==> src/csr_pkg.sv <==
// GPU core CSR definitions
package csr_pkg;

    localparam int CSR_ADDR_BITS = 12;
    localparam int XLEN          = 32;
    localparam int CTR_BITS      = 64;
    localparam int FFLAGS_BITS   = 5;
    localparam int FRM_BITS      = 3;
    localparam int WID_BITS      = 8;

    typedef logic [XLEN-1:0] word_t;
    typedef logic [CSR_ADDR_BITS-1:0] csr_addr_t;

    // Floating-point
    localparam csr_addr_t CSR_FFLAGS      = 12'h001;
    localparam csr_addr_t CSR_FRM         = 12'h002;
    localparam csr_addr_t CSR_FCSR        = 12'h003;

    // Machine mode
    localparam csr_addr_t CSR_MSTATUS     = 12'h300;
    localparam csr_addr_t CSR_MISA        = 12'h301;
    localparam csr_addr_t CSR_MEDELEG     = 12'h302;
    localparam csr_addr_t CSR_MIDELEG     = 12'h303;
    localparam csr_addr_t CSR_MIE         = 12'h304;
    localparam csr_addr_t CSR_MTVEC       = 12'h305;
    localparam csr_addr_t CSR_MEPC        = 12'h341;
    localparam csr_addr_t CSR_SATP        = 12'h180;
    localparam csr_addr_t CSR_PMPCFG0     = 12'h3A0;
    localparam csr_addr_t CSR_PMPADDR0    = 12'h3B0;
    localparam csr_addr_t CSR_MNSTATUS    = 12'h744;

    // Counters
    localparam csr_addr_t CSR_MCYCLE      = 12'hB00;
    localparam csr_addr_t CSR_MINSTRET    = 12'hB02;
    localparam csr_addr_t CSR_MCYCLE_H    = 12'hB80;
    localparam csr_addr_t CSR_MINSTRET_H  = 12'hB82;

    // GPU specific
    localparam csr_addr_t CSR_WARP_ID     = 12'hCC1;
    localparam csr_addr_t CSR_CORE_ID     = 12'hCC2;
    localparam csr_addr_t CSR_WARP_MASK   = 12'hCC3;
    localparam csr_addr_t CSR_THREAD_MASK = 12'hCC4;

    localparam csr_addr_t CSR_MVENDORID   = 12'hF11;
    localparam csr_addr_t CSR_MARCHID     = 12'hF12;
    localparam csr_addr_t CSR_MIMPID      = 12'hF13;

    localparam csr_addr_t CSR_NUM_THREADS = 12'hFC0;
    localparam csr_addr_t CSR_NUM_WARPS   = 12'hFC1;
    localparam csr_addr_t CSR_NUM_CORES   = 12'hFC2;

    localparam word_t VENDOR_ID  = 32'h0000_0000;
    localparam word_t ARCH_ID    = 32'h0000_0001;
    localparam word_t IMPL_ID    = 32'h0000_0001;
    // MXL=1 (RV32) with I, M and F
    localparam word_t MISA_VALUE = 32'h4000_1120;

    typedef enum logic [4:0] {
        SEL_NONE,
        SEL_FFLAGS,
        SEL_FRM,
        SEL_FCSR,
        SEL_VENDOR,
        SEL_ARCH,
        SEL_IMPL,
        SEL_MISA,
        SEL_WARP_ID,
        SEL_CORE_ID,
        SEL_THREAD_MASK,
        SEL_WARP_MASK,
        SEL_NUM_THREADS,
        SEL_NUM_WARPS,
        SEL_NUM_CORES,
        SEL_CYCLE_LO,
        SEL_CYCLE_HI,
        SEL_INSTRET_LO,
        SEL_INSTRET_HI,
        SEL_ZERO
    } csr_sel_e;

    typedef enum logic {
        ST_IDLE,
        ST_RESPOND
    } csr_state_e;

    typedef struct packed {
        logic                cyc;
        logic                stb;
        logic                we;
        logic [WID_BITS-1:0] wid;
        csr_addr_t           adr;
        word_t               dat;
    } csr_req_t;

    typedef struct packed {
        logic  ack;
        logic  err;
        word_t dat;
    } csr_rsp_t;

    typedef struct packed {
        logic                   valid;
        logic [WID_BITS-1:0]    wid;
        logic [FFLAGS_BITS-1:0] fflags;
    } fpu_flags_t;

    typedef struct packed {
        logic [FRM_BITS-1:0]    frm;
        logic [FFLAGS_BITS-1:0] fflags;
    } fcsr_t;

endpackage
==> src/csr_unit.sv <==
// GPU core CSR unit
`timescale 1ns/1ps

module csr_unit #(
    parameter int NUM_WARPS   = 4,
    parameter int NUM_THREADS = 4,
    parameter int CORE_ID     = 0,
    parameter int NUM_CORES   = 1
) (
    input  logic                                   clk,
    input  logic                                   reset,
    input  csr_pkg::csr_req_t                      bus_req,
    output csr_pkg::csr_rsp_t                      bus_rsp,
    input  csr_pkg::fpu_flags_t                    fpu_flags,
    input  logic [csr_pkg::WID_BITS-1:0]           frm_wid,
    output logic [csr_pkg::FRM_BITS-1:0]           frm,
    input  logic                                   commit,
    input  logic [NUM_WARPS-1:0]                   active_warps,
    input  logic [NUM_WARPS-1:0][NUM_THREADS-1:0]  thread_masks
);

    csr_pkg::csr_sel_e               sel;
    csr_pkg::word_t                  rdata;
    logic                            fcsr_wr_en;
    csr_pkg::csr_sel_e               fcsr_wr_sel;
    logic [csr_pkg::WID_BITS-1:0]    wr_wid;
    csr_pkg::word_t                  wr_data;
    csr_pkg::fcsr_t                  fcsr_rd;
    logic [csr_pkg::CTR_BITS-1:0]    cycles;
    logic [csr_pkg::CTR_BITS-1:0]    instret;

    csr_ctrl #(
        .NUM_WARPS   (NUM_WARPS)
    ) u_ctrl (
        .clk         (clk),
        .reset       (reset),
        .bus_req     (bus_req),
        .bus_rsp     (bus_rsp),
        .sel         (sel),
        .rdata       (rdata),
        .fcsr_wr_en  (fcsr_wr_en),
        .fcsr_wr_sel (fcsr_wr_sel),
        .wr_wid      (wr_wid),
        .wr_data     (wr_data)
    );

    fcsr_bank #(
        .NUM_WARPS   (NUM_WARPS)
    ) u_fcsr_bank (
        .clk         (clk),
        .reset       (reset),
        .fcsr_wr_en  (fcsr_wr_en),
        .fcsr_wr_sel (fcsr_wr_sel),
        .wr_wid      (wr_wid),
        .wr_data     (wr_data),
        .fpu_flags   (fpu_flags),
        .rd_wid      (bus_req.wid),
        .fcsr_rd     (fcsr_rd),
        .frm_wid     (frm_wid),
        .frm         (frm)
    );

    csr_counters u_counters (
        .clk         (clk),
        .reset       (reset),
        .commit      (commit),
        .cycles      (cycles),
        .instret     (instret)
    );

    csr_read_mux #(
        .NUM_WARPS    (NUM_WARPS),
        .NUM_THREADS  (NUM_THREADS),
        .CORE_ID      (CORE_ID),
        .NUM_CORES    (NUM_CORES)
    ) u_read_mux (
        .sel          (sel),
        .wid          (bus_req.wid),
        .fcsr_rd      (fcsr_rd),
        .cycles       (cycles),
        .instret      (instret),
        .active_warps (active_warps),
        .thread_masks (thread_masks),
        .rdata        (rdata)
    );

endmodule

==> src/csr_ctrl.sv <==
// CSR Wishbone slave control
`timescale 1ns/1ps

module csr_ctrl #(
    parameter int NUM_WARPS = 4
) (
    input  logic                          clk,
    input  logic                          reset,
    input  csr_pkg::csr_req_t             bus_req,
    output csr_pkg::csr_rsp_t             bus_rsp,
    output csr_pkg::csr_sel_e             sel,
    input  csr_pkg::word_t                rdata,
    output logic                          fcsr_wr_en,
    output csr_pkg::csr_sel_e             fcsr_wr_sel,
    output logic [csr_pkg::WID_BITS-1:0]  wr_wid,
    output csr_pkg::word_t                wr_data
);

    csr_pkg::csr_state_e state_q;
    csr_pkg::csr_sel_e   dec_sel;
    logic                dec_writable;
    logic                access_ok;
    logic                accept;
    logic                is_fp;
    logic                ack_q;
    logic                err_q;
    csr_pkg::word_t      dat_q;

    always_comb begin
        dec_sel      = csr_pkg::SEL_NONE;
        dec_writable = 1'b0;
        case (bus_req.adr)
            csr_pkg::CSR_FFLAGS: begin
                dec_sel      = csr_pkg::SEL_FFLAGS;
                dec_writable = 1'b1;
            end
            csr_pkg::CSR_FRM: begin
                dec_sel      = csr_pkg::SEL_FRM;
                dec_writable = 1'b1;
            end
            csr_pkg::CSR_FCSR: begin
                dec_sel      = csr_pkg::SEL_FCSR;
                dec_writable = 1'b1;
            end
            csr_pkg::CSR_MVENDORID:   dec_sel = csr_pkg::SEL_VENDOR;
            csr_pkg::CSR_MARCHID:     dec_sel = csr_pkg::SEL_ARCH;
            csr_pkg::CSR_MIMPID:      dec_sel = csr_pkg::SEL_IMPL;
            csr_pkg::CSR_MISA:        dec_sel = csr_pkg::SEL_MISA;
            csr_pkg::CSR_WARP_ID:     dec_sel = csr_pkg::SEL_WARP_ID;
            csr_pkg::CSR_CORE_ID:     dec_sel = csr_pkg::SEL_CORE_ID;
            csr_pkg::CSR_THREAD_MASK: dec_sel = csr_pkg::SEL_THREAD_MASK;
            csr_pkg::CSR_WARP_MASK:   dec_sel = csr_pkg::SEL_WARP_MASK;
            csr_pkg::CSR_NUM_THREADS: dec_sel = csr_pkg::SEL_NUM_THREADS;
            csr_pkg::CSR_NUM_WARPS:   dec_sel = csr_pkg::SEL_NUM_WARPS;
            csr_pkg::CSR_NUM_CORES:   dec_sel = csr_pkg::SEL_NUM_CORES;
            csr_pkg::CSR_MCYCLE:      dec_sel = csr_pkg::SEL_CYCLE_LO;
            csr_pkg::CSR_MCYCLE_H:    dec_sel = csr_pkg::SEL_CYCLE_HI;
            csr_pkg::CSR_MINSTRET:    dec_sel = csr_pkg::SEL_INSTRET_LO;
            csr_pkg::CSR_MINSTRET_H:  dec_sel = csr_pkg::SEL_INSTRET_HI;
            // Stubs read zero and swallow writes
            csr_pkg::CSR_SATP, csr_pkg::CSR_MSTATUS, csr_pkg::CSR_MNSTATUS,
            csr_pkg::CSR_MEDELEG, csr_pkg::CSR_MIDELEG, csr_pkg::CSR_MIE,
            csr_pkg::CSR_MTVEC, csr_pkg::CSR_MEPC, csr_pkg::CSR_PMPCFG0,
            csr_pkg::CSR_PMPADDR0: begin
                dec_sel      = csr_pkg::SEL_ZERO;
                dec_writable = 1'b1;
            end
            default: ;
        endcase
    end

    // Warp ids beyond the core's warp count are rejected too
    assign access_ok = (dec_sel != csr_pkg::SEL_NONE)
                     && (int'(bus_req.wid) < NUM_WARPS)
                     && (!bus_req.we || dec_writable);

    assign accept = (state_q == csr_pkg::ST_IDLE) && bus_req.cyc && bus_req.stb;
    assign is_fp  = (dec_sel == csr_pkg::SEL_FFLAGS) || (dec_sel == csr_pkg::SEL_FRM)
                 || (dec_sel == csr_pkg::SEL_FCSR);

    assign sel         = dec_sel;
    assign fcsr_wr_en  = accept && bus_req.we && access_ok && is_fp;
    assign fcsr_wr_sel = dec_sel;
    assign wr_wid      = bus_req.wid;
    assign wr_data     = bus_req.dat;

    always_ff @(posedge clk) begin
        if (reset) begin
            state_q <= csr_pkg::ST_IDLE;
            ack_q   <= 1'b0;
            err_q   <= 1'b0;
        end else if (state_q == csr_pkg::ST_IDLE) begin
            if (accept) begin
                state_q <= csr_pkg::ST_RESPOND;
                ack_q   <= access_ok;
                err_q   <= !access_ok;
            end
        end else begin
            state_q <= csr_pkg::ST_IDLE;
            ack_q   <= 1'b0;
            err_q   <= 1'b0;
        end
    end

    // Read data captured before the write lands
    always_ff @(posedge clk) begin
        if (accept) begin
            dat_q <= access_ok ? rdata : '0;
        end
    end

    assign bus_rsp.ack = ack_q;
    assign bus_rsp.err = err_q;
    assign bus_rsp.dat = dat_q;

    a_ack_err_excl: assert property (@(posedge clk) disable iff (reset)
        !(bus_rsp.ack && bus_rsp.err));

    a_rsp_after_req: assert property (@(posedge clk) disable iff (reset)
        (bus_rsp.ack || bus_rsp.err) |-> $past(bus_req.cyc && bus_req.stb));

endmodule

==> src/csr_read_mux.sv <==
// CSR read data select
`timescale 1ns/1ps

module csr_read_mux #(
    parameter int NUM_WARPS   = 4,
    parameter int NUM_THREADS = 4,
    parameter int CORE_ID     = 0,
    parameter int NUM_CORES   = 1
) (
    input  csr_pkg::csr_sel_e                      sel,
    input  logic [csr_pkg::WID_BITS-1:0]           wid,
    input  csr_pkg::fcsr_t                         fcsr_rd,
    input  logic [csr_pkg::CTR_BITS-1:0]           cycles,
    input  logic [csr_pkg::CTR_BITS-1:0]           instret,
    input  logic [NUM_WARPS-1:0]                   active_warps,
    input  logic [NUM_WARPS-1:0][NUM_THREADS-1:0]  thread_masks,
    output csr_pkg::word_t                         rdata
);

    localparam int XL = csr_pkg::XLEN;
    localparam int CB = csr_pkg::CTR_BITS;

    logic [NUM_THREADS-1:0] wid_mask;

    always_comb begin
        wid_mask = '0;
        for (int i = 0; i < NUM_WARPS; i++) begin
            if (int'(wid) == i) begin
                wid_mask = thread_masks[i];
            end
        end
    end

    always_comb begin
        case (sel)
            csr_pkg::SEL_FFLAGS:      rdata = csr_pkg::word_t'(fcsr_rd.fflags);
            csr_pkg::SEL_FRM:         rdata = csr_pkg::word_t'(fcsr_rd.frm);
            csr_pkg::SEL_FCSR:        rdata = csr_pkg::word_t'(fcsr_rd);
            csr_pkg::SEL_VENDOR:      rdata = csr_pkg::VENDOR_ID;
            csr_pkg::SEL_ARCH:        rdata = csr_pkg::ARCH_ID;
            csr_pkg::SEL_IMPL:        rdata = csr_pkg::IMPL_ID;
            csr_pkg::SEL_MISA:        rdata = csr_pkg::MISA_VALUE;
            csr_pkg::SEL_WARP_ID:     rdata = csr_pkg::word_t'(wid);
            csr_pkg::SEL_CORE_ID:     rdata = csr_pkg::word_t'(CORE_ID);
            csr_pkg::SEL_THREAD_MASK: rdata = csr_pkg::word_t'(wid_mask);
            csr_pkg::SEL_WARP_MASK:   rdata = csr_pkg::word_t'(active_warps);
            csr_pkg::SEL_NUM_THREADS: rdata = csr_pkg::word_t'(NUM_THREADS);
            csr_pkg::SEL_NUM_WARPS:   rdata = csr_pkg::word_t'(NUM_WARPS);
            csr_pkg::SEL_NUM_CORES:   rdata = csr_pkg::word_t'(NUM_CORES);
            csr_pkg::SEL_CYCLE_LO:    rdata = cycles[XL-1:0];
            csr_pkg::SEL_CYCLE_HI:    rdata = cycles[CB-1:XL];
            csr_pkg::SEL_INSTRET_LO:  rdata = instret[XL-1:0];
            csr_pkg::SEL_INSTRET_HI:  rdata = instret[CB-1:XL];
            // Stubs and unmapped addresses
            default:                  rdata = '0;
        endcase
    end

endmodule

==> src/fcsr_bank.sv <==
// Per-warp floating-point CSR bank
`timescale 1ns/1ps

module fcsr_bank #(
    parameter int NUM_WARPS = 4
) (
    input  logic                          clk,
    input  logic                          reset,
    input  logic                          fcsr_wr_en,
    input  csr_pkg::csr_sel_e             fcsr_wr_sel,
    input  logic [csr_pkg::WID_BITS-1:0]  wr_wid,
    input  csr_pkg::word_t                wr_data,
    input  csr_pkg::fpu_flags_t           fpu_flags,
    input  logic [csr_pkg::WID_BITS-1:0]  rd_wid,
    output csr_pkg::fcsr_t                fcsr_rd,
    input  logic [csr_pkg::WID_BITS-1:0]  frm_wid,
    output logic [csr_pkg::FRM_BITS-1:0]  frm
);

    csr_pkg::fcsr_t fcsr_q [NUM_WARPS];
    csr_pkg::fcsr_t fcsr_n [NUM_WARPS];

    always_comb begin
        for (int i = 0; i < NUM_WARPS; i++) begin
            fcsr_n[i] = fcsr_q[i];
            // Sticky exception flags from the FPU
            if (fpu_flags.valid && int'(fpu_flags.wid) == i) begin
                fcsr_n[i].fflags = fcsr_q[i].fflags | fpu_flags.fflags;
            end
            // Bus write overrides the bits it covers
            if (fcsr_wr_en && int'(wr_wid) == i) begin
                case (fcsr_wr_sel)
                    csr_pkg::SEL_FFLAGS: fcsr_n[i].fflags = wr_data[csr_pkg::FFLAGS_BITS-1:0];
                    csr_pkg::SEL_FRM:    fcsr_n[i].frm = wr_data[csr_pkg::FRM_BITS-1:0];
                    csr_pkg::SEL_FCSR:   fcsr_n[i] = wr_data[$bits(csr_pkg::fcsr_t)-1:0];
                    default: ;
                endcase
            end
        end
    end

    always_ff @(posedge clk) begin
        for (int i = 0; i < NUM_WARPS; i++) begin
            if (reset) begin
                fcsr_q[i] <= '0;
            end else begin
                fcsr_q[i] <= fcsr_n[i];
            end
        end
    end

    always_comb begin
        fcsr_rd = '0;
        frm     = '0;
        for (int i = 0; i < NUM_WARPS; i++) begin
            if (int'(rd_wid) == i) begin
                fcsr_rd = fcsr_q[i];
            end
            if (int'(frm_wid) == i) begin
                frm = fcsr_q[i].frm;
            end
        end
    end

    a_wid_in_range: assert property (@(posedge clk) disable iff (reset)
        (!fpu_flags.valid || int'(fpu_flags.wid) < NUM_WARPS)
        && (!fcsr_wr_en || int'(wr_wid) < NUM_WARPS));

endmodule

==> src/csr_counters.sv <==
// Cycle and retired-instruction counters
`timescale 1ns/1ps

module csr_counters (
    input  logic                          clk,
    input  logic                          reset,
    input  logic                          commit,
    output logic [csr_pkg::CTR_BITS-1:0]  cycles,
    output logic [csr_pkg::CTR_BITS-1:0]  instret
);

    logic [csr_pkg::CTR_BITS-1:0] cycles_q;
    logic [csr_pkg::CTR_BITS-1:0] instret_q;

    always_ff @(posedge clk) begin
        if (reset) begin
            cycles_q  <= '0;
            instret_q <= '0;
        end else begin
            cycles_q <= cycles_q + 1'b1;
            if (commit) begin
                instret_q <= instret_q + 1'b1;
            end
        end
    end

    assign cycles  = cycles_q;
    assign instret = instret_q;

endmodule

==> config.mk <==
export PLATFORM = sky130hd
export DESIGN_NAME = csr_unit
export DESIGN_NICKNAME = d
export VERILOG_FILES = /design/src/csr_pkg.sv /design/src/csr_unit.sv /design/src/csr_ctrl.sv /design/src/csr_read_mux.sv /design/src/fcsr_bank.sv /design/src/csr_counters.sv
export SDC_FILE = /design/constraint.sdc
export NUM_CORES = 1
export LEC_CHECK = 0
export BUFFER_PORTS_ARGS = -buffer_cell sky130_fd_sc_hd__buf_2
export CAP_MARGIN = 20
export CORE_ASPECT_RATIO = 0.9
export CORE_MARGIN = 1.5
export CORE_UTILIZATION = 30
export CTS_CLUSTER_SIZE = 30
export DETAILED_ROUTE_END_ITERATION = 10
export HOLD_SLACK_MARGIN = 0.08
export PLACE_DENSITY_LB_ADDON = 0.12
export SYNTH_ARGS = -nofsm -noshare
export SYNTH_HDL_FRONTEND = slang
export SYNTH_HIERARCHICAL = 1
export SYNTH_SLANG_ARGS = --single-unit
export TNS_END_PERCENT = 10
==> constraint.sdc <==
create_clock -name clk -period 4 [get_ports clk]
set_input_delay 1 -clock clk [delete_from_list [all_inputs] [get_ports clk]]
set_output_delay 1 -clock clk [all_outputs]
set_load 0.05 [all_outputs]
Yosys cells after proc, flatten, opt, wreduce, memory -nomap -nowiden --
Memories as Yosys holds them, arrays and structs flattened. Index checks and enable logic that the tools add are counted.
Word-level totals: flip-flop bits (word level) 163, RAM bits 32, bits of input ports 100, output and inout bits 37, logic and storage cells 141, memories kept 1
Operators by class: add/sub/neg operators 2, magnitude comparators 1, equality and inequality tests 53, multiplexer cells 39, bitwise operators 9, reductions and logical operators 30
Memory list:
- u_fcsr_bank.fcsr_q | words 4, bits a word 8, rd ports 4, clocked after Yosys merged registers in 0, write ports 4, line fcsr_bank.sv:20 | csr_pkg::fcsr_t fcsr_q [NUM_WARPS];
Operators with widths (count):
- $pmux W32 S13 | 1
- $eq A12 B12 Y1 const B | 14
- $add A64 B1 Y64 const B | 2
- $eq A12 B10 Y1 const B | 9
- $mux W8 | 12
- $pmux W5 S19 | 1
- $eq A8 B3 Y1 const B | 6
- $mux W5 | 8
- $eq A5 B4 Y1 const B | 7
- $eq A12 B2 Y1 const B | 2
- $eq A8 B2 Y1 const B | 3
- $logic_not A8 Y1 | 3
- $pmux W3 S2 | 4
- $or A5 B5 Y5 | 4
- $mux W4 | 4
- $eq A5 B3 Y1 const B | 3
- $eq A5 B5 Y1 const B | 3
- $logic_and A1 B1 Y1 | 15
- $reduce_or A13 Y1 | 1
- $eq A12 B1 Y1 const B | 1
- $eq A12 B11 Y1 const B | 1
- $eq A12 B9 Y1 const B | 1
- $mux W3 | 4
- $eq A5 B2 Y1 const B | 2
- 11 further kinds | 23

Longest topological paths before layout --
Gate-level depths: netlist of run 1.
word-level depth 11, mapped depth 15, depth with buffers taken out 11

Cells and area by module --
The synthesis of run 1 kept the hierarchy.
Modules (own cells, without submodules):
- csr_counters | times used 1, cells an instance 709, area each 5914.4 um2, seq. area each 2562.5 um2
- csr_ctrl | times used 1, cells an instance 237, area each 2419.8 um2, seq. area each 1021.0 um2
- fcsr_bank | times used 1, cells an instance 185, area each 1880.6 um2, seq. area each 640.6 um2
- csr_read_mux | times used 1, cells an instance 171, area each 1221.2 um2, seq. area each 0.0 um2

Worst setup path after synthesis of run 1 --
OpenSTA, ideal clock, no wires.
kind input to register, start input port bus_req[53] in the netlist's numbering, end memory u_fcsr_bank/fcsr_q[0][0] in the netlist's numbering, library setup time 0.137 ns, data arrival time 3.888 ns, data required time 3.863 ns, slack -0.025 ns, stages 8, path through nand2_1 -> nor2_1 -> nand3_1 -> nor4_1 -> nand2b_1 -> or4_4 -> nor2_1 -> nor3_1
RTL lines:
- start, declared | line csr_unit.sv:12 | input csr_pkg::csr_req_t bus_req,
- end, declared | line fcsr_bank.sv:20

==> qor.txt, run 1 <==
Worst setup EP type -> flip-flop
Most frequent cells in the layout -> 163 x dfxtp_1, 121 x nor2_1, 111 x buf_2
Synth warn -> 6
Syn Std Cell Area -> 0.0113 mm2
1st-pass router iterations -> 11
Final WL -> 36,400 um
Syn_nets -> 1,380
Largest net degree at the start of global routing -> 47
Max_cap viols -> 0
Grt total ovfl -> 0
Startpoint types -> primary input
Critical Path RT -> 4.37 ns
# port buffers -> 112
Total GRT Usage -> 18.9%
Final number of setup-violating endpoints -> 0
Fin crit share -> 93.4%
Achievable clock frequency -> 0.268 GHz
Vias/cell -> 5.46
Final Max Slew Viols -> 0
Largest buffer count on any clock path -> 2
Cts repair resizes -> 0
Skew final -> 0.0137 ns
Later-pin clock latency in the skew report -> 0.46 ns
Vias in the first global route -> 9,771
Worst-path fanout max -> 8
Row count -> 67
Seq pwr share -> 50.0%
Initial antenna violation count -> 1
Synthesis-to-finish area growth -> 17.9%
Syn Area/Cell -> 8.81 um2
Core ar. -> 0.0371 mm2
Worst vdd ir -> 0.274 mV
TritonCTS Sinks -> 195
Post-DP Area -> 0.0127 mm2
Die W -> 207 um
Post-route ant nets -> 0
I/O pin cnt -> 137
Net Sw Power -> 1.02 mW
Crit path kind -> in2reg
H-tree depth -> 4
Setup TNS -> 0 ns
Nets -> 1,508
Clk pwr share -> 43.4%
Finished Cell Area -> 0.0133 mm2
Min-delay worst type -> reg2reg
Fin util -> 35.7%
CTS tree -> yes
Switching Fraction -> 25.3%
CTS clk-pin slew, worst paths -> 0.07 ns
Post-CTS Repair Setup Buffers -> 0
Hold Fails Final Rpt -> 0
Starting Density -> 30.3%
CTS buffer count -> 17
Most common cell after layout, fill and taps aside -> dfxtp_1
Via count -> 10,400
Post-layout min period -> 3.74 ns
Comb power frac -> 6.5%
CTS Root Cell -> clkbuf_16
Initial DRC Count -> 721
Status -> finished, violations left
# DRC -> 2
P_int -> 3.01 mW
Post-Synthesis Cells -> 1,278
GP Congestion -> 0.852
Failing checks -> design-rule violations
RSZ-0062 raised after global routing -> false
Worst Tran Pin Value -> 0.847 ns
Share of cells above drive strength 1 -> 21.0%
PwrDens -> 304 mW/mm2
Leakage power -> 4.46 nW
Die height -> 187 um
First-pass GRT wire length -> 57,300 um
Max_slew headroom -> 43.1%
Wire length per cell -> 19.1 um
Detailed Place HPWL -> 27,100 um
CP arrival -> 4.11 ns
Post-CTS Hold Buffers -> 0
Die Area -> 0.0387 mm2
## final cells by class
class | count | area, um2
inverters | 19 | 71.3
flip-flops and latches | 195 | 4220
repair buffers | 199 | 1330
clock buffers | 19 | 464
well taps | 483 | 604
fillers | 3872 | 23900
clock inverters | 13 | 123
diodes | 1 | 2.50
multi-input cells | 974 | 6460
## critical path: stages
cell and delay (ns):
buf_2 0.15, or4_4 0.53, or4_1 0.41, a21oi_1 0.23, a211oi_1 0.09, o21ai_1 0.28
or4b_2 0.79, nor4_4 0.33, nor2_1 0.07, a211oi_1 0.21
## worst paths after layout
kind	slack, ns	end	cells after the start	from
setup / recovery	0.26	u_fcsr_bank/fcsr_q[3][7]	10	bus_req[36]
hold reg to reg	0.48	u_counters/cycles[0]	1	u_counters/cycles[0]
setup reg to reg	1.13	u_counters/cycles[55]	5	u_counters/cycles[29]
hold / removal	0.48	u_counters/cycles[0]	1	u_counters/cycles[0]
## through the flow
step           total power [mW]  instances  setup WS, ns  hold WS, ns
2_1_floorplan              2.23       1278         0.204        0.441
3_3_place_gp               2.33       1870        -0.120        0.457
3_5_place_dp               2.33       1870        -0.130        0.462
4_1_cts                    4.10       1902         0.336        0.481
5_1_grt                    4.18       1903        0.0887        0.523
6_report                   4.03       1903         0.264        0.484
## sequential cells by signal (all words and copies together), names as in the netlist
signal,flops
u_counters/cycles,64
u_counters/instret,64
u_ctrl/dat_q,32
u_fcsr_bank/fcsr_q,32
u_ctrl/ack_q,1
u_ctrl/err_q,1
u_ctrl/state_q,1
## metal layers
layer	track usage, %	vias to the layer above	share of wire [%]
li1	-	5081	-
met1	28.5	5037	51
met2	27.6	244	43
met3	3.20	23	5.4
met4	4.81	0	0.92
met5	0	-	0
## power by group through the flow
stage	combinational, mW	sequential (mW)	clock (mW)
floorplan	0.127	2.10	0
global placement	0.263	2.06	0
detailed placement	0.264	2.06	0
CTS	0.265	2.02	1.81
global route	0.284	2.02	1.88
finish	0.263	2.02	1.75
Note: power is estimated with default switching activity, not from simulation.
==> inputs of run 2 (changes only) <==
- CORE_UTILIZATION: 30 -> 54
- RECOVER_POWER: unset -> 100
==> run 2 against run 1 <==
Net effect:
- the flow finishes with violations (max-capacitance violations, max-slew violations)
- wire length fell by 11%
- fmax is 1.9% lower
- design area decreased by 3.3%
- critical path type unchanged
- critical endpoint is now u_fcsr_bank/fcsr_q[0][4]
- largest power group unchanged
- highest routed layer unchanged
==> qor.txt, run 2 (synthesis gave the netlist of run 1 again) <==
Vias/cell -> 6.35
Status -> finished, violations left
Critical Path RT -> 4.30 ns
Core ar. -> 0.0202 mm2
CTS buffer count -> 17
Top Metal Used -> met4
Initial DRC Count -> 1,107
Final std cells w/o fill -> 1,677
Met1 Routed Length -> 15,400 um
Most frequent cells in the layout -> 163 x dfxtp_1, 122 x nor2_1, 87 x nand2_1
Largest net degree at the start of global routing -> 53
RSZ-0062 raised after global routing -> false
Skew final -> 0.0116 ns
# DRC -> 0
Final WL -> 32,200 um
Net Sw Power -> 0.979 mW
Starting Density -> 55.6%
Initial antenna violation count -> 0
First-pass GRT wire length -> 51,300 um
WP buf/inv -> 2
CTS tree -> yes
Fin crit share -> 95.2%
Detailed Place HPWL -> 23,700 um
Wire length per cell -> 19.2 um
P_int -> 2.95 mW
Worst setup EP type -> flip-flop
Final Max Slew Viols -> 77
CTS clk-pin slew, worst paths -> 0.08 ns
Post-CTS Hold Buffers -> 0
Slowest Stage Delay on Critical Path -> 0.58 ns
1st-pass router iterations -> 5
Synthesis-to-finish area growth -> 14.0%
PwrDens -> 306 mW/mm2
Post-DP Area -> 0.0124 mm2
Grt total ovfl -> 0
Share of cells above drive strength 1 -> 17.4%
H-tree depth -> 4
Switching Fraction -> 24.9%
Die height -> 140 um
TritonCTS Sinks -> 195
Largest buffer count on any clock path -> 2
Nets -> 1,511
Via count -> 10,600
Hold Fails Final Rpt -> 0
Most common cell after layout, fill and taps aside -> dfxtp_1
Seq pwr share -> 51.4%
Met3 WL -> 2470 um
Final number of setup-violating endpoints -> 0
Min-delay worst type -> reg2reg
Startpoint types -> primary input
Later-pin clock latency in the skew report -> 0.44 ns
Crit-path slowest cell -> or4_4
Die W -> 155 um
Total GRT Usage -> 29.7%
Worst Tran Pin Value -> 2.06 ns
I/O pin cnt -> 137
Max_cap viols -> 2
Comb power frac -> 6.3%
Post-layout min period -> 3.81 ns
R2R Setup Slk -> 0.70 ns
Achievable clock frequency -> 0.263 GHz
Diode count -> 0
Max_slew headroom -> -37.7%
Finished Cell Area -> 0.0128 mm2
Post-route ant nets -> 0
Crit path kind -> in2reg
Post-CTS Repair Setup Buffers -> 0
Leakage power -> 4.30 nW
Critical path, cell by cell -> buf_2, nor4_1, nand4_1, a221o_1, nand3_1, a311o_1, or4b_1, clkbuf_2, or4_4, nor2_1, nor3_1
# port buffers -> 112
Vias in the first global route -> 9,656
Clk pwr share -> 42.2%
Die Area -> 0.0217 mm2
CP arrival -> 4.11 ns
Worst-path fanout max -> 7
Failing checks -> max-capacitance violations, max-slew violations
Delay-heaviest family, CP -> simple AND/OR/NAND/NOR gates
GP Congestion -> 0.912
Cts repair resizes -> 0
Fill cells -> 1,816
CTS Root Cell -> clkbuf_16
Met2 wire length -> 14,000 um
Worst vdd ir -> 0.220 mV
Placed insts -> 1,645
Row count -> 49
run 2: changes by cell type in the layout (fill, tap and decap cells not counted), moves of 2 or more:
cell,previous run,this run
buf_12,9,7
buf_2,111,74
buf_4,79,68
clkbuf_1,0,48
clkbuf_2,0,5
clkinv_2,3,1
nor4_1,23,25
nor4_2,8,6
o21ai_0,43,46
o21ai_1,9,6
run 2: worst paths after layout:
kind | from | end | depth (start not counted)
worst min register to register | u_ctrl/err_q | u_ctrl/err_q | 1
worst min-delay path | u_ctrl/err_q | u_ctrl/err_q | 1
worst max register to register | u_counters/cycles[5] | u_counters/cycles[55] | 6
worst max-delay path | bus_req[37] | u_fcsr_bank/fcsr_q[0][4] | 11
run 2: metrics by stage:
step	hold WS (ns)	TNS, ns	setup WS (ns)	util [%]	total power [mW]
6_report	0.489	0	0.194	63.4	3.93
5_1_grt	0.519	0	0.0890	63.4	4.05
4_1_cts	0.483	0	0.317	64.2	3.95
3_5_place_dp	0.467	-1.89	-0.119	61.4	2.32
3_3_place_gp	0.456	-1.44	-0.0785	61.4	2.31
2_1_floorplan	0.441	0	0.204	-	2.23
run 2: power groups by stage:
stage	Sequential, mW	Combinational [mW]	Clock, mW
floorplan	2.10	0.127	0
global placement	2.06	0.253	0
detailed placement	2.06	0.256	0
CTS	2.02	0.256	1.68
global route	2.02	0.269	1.76
finish	2.02	0.249	1.66
run 2: layer usage:
layer	vias to the layer above	track usage, %
li1	5079	-
met2	402	43.8
met4	0	6.27
met1	5138	45.8
met5	-	0
met3	23	4.64
run 2: area by class of cell:
class | instances | area, um2 | area share (%)
Multi-Input combinational cell | 974 | 6430 | 50.1
Sequential cell | 195 | 4220 | 32.9
Timing Repair Buffer | 202 | 1230 | 9.58
Clock buffer | 20 | 468 | 3.65
Tap cell | 255 | 319 | 2.49
Clock inverter | 12 | 95.1 | 0.741
Inverter | 19 | 71.3 | 0.556
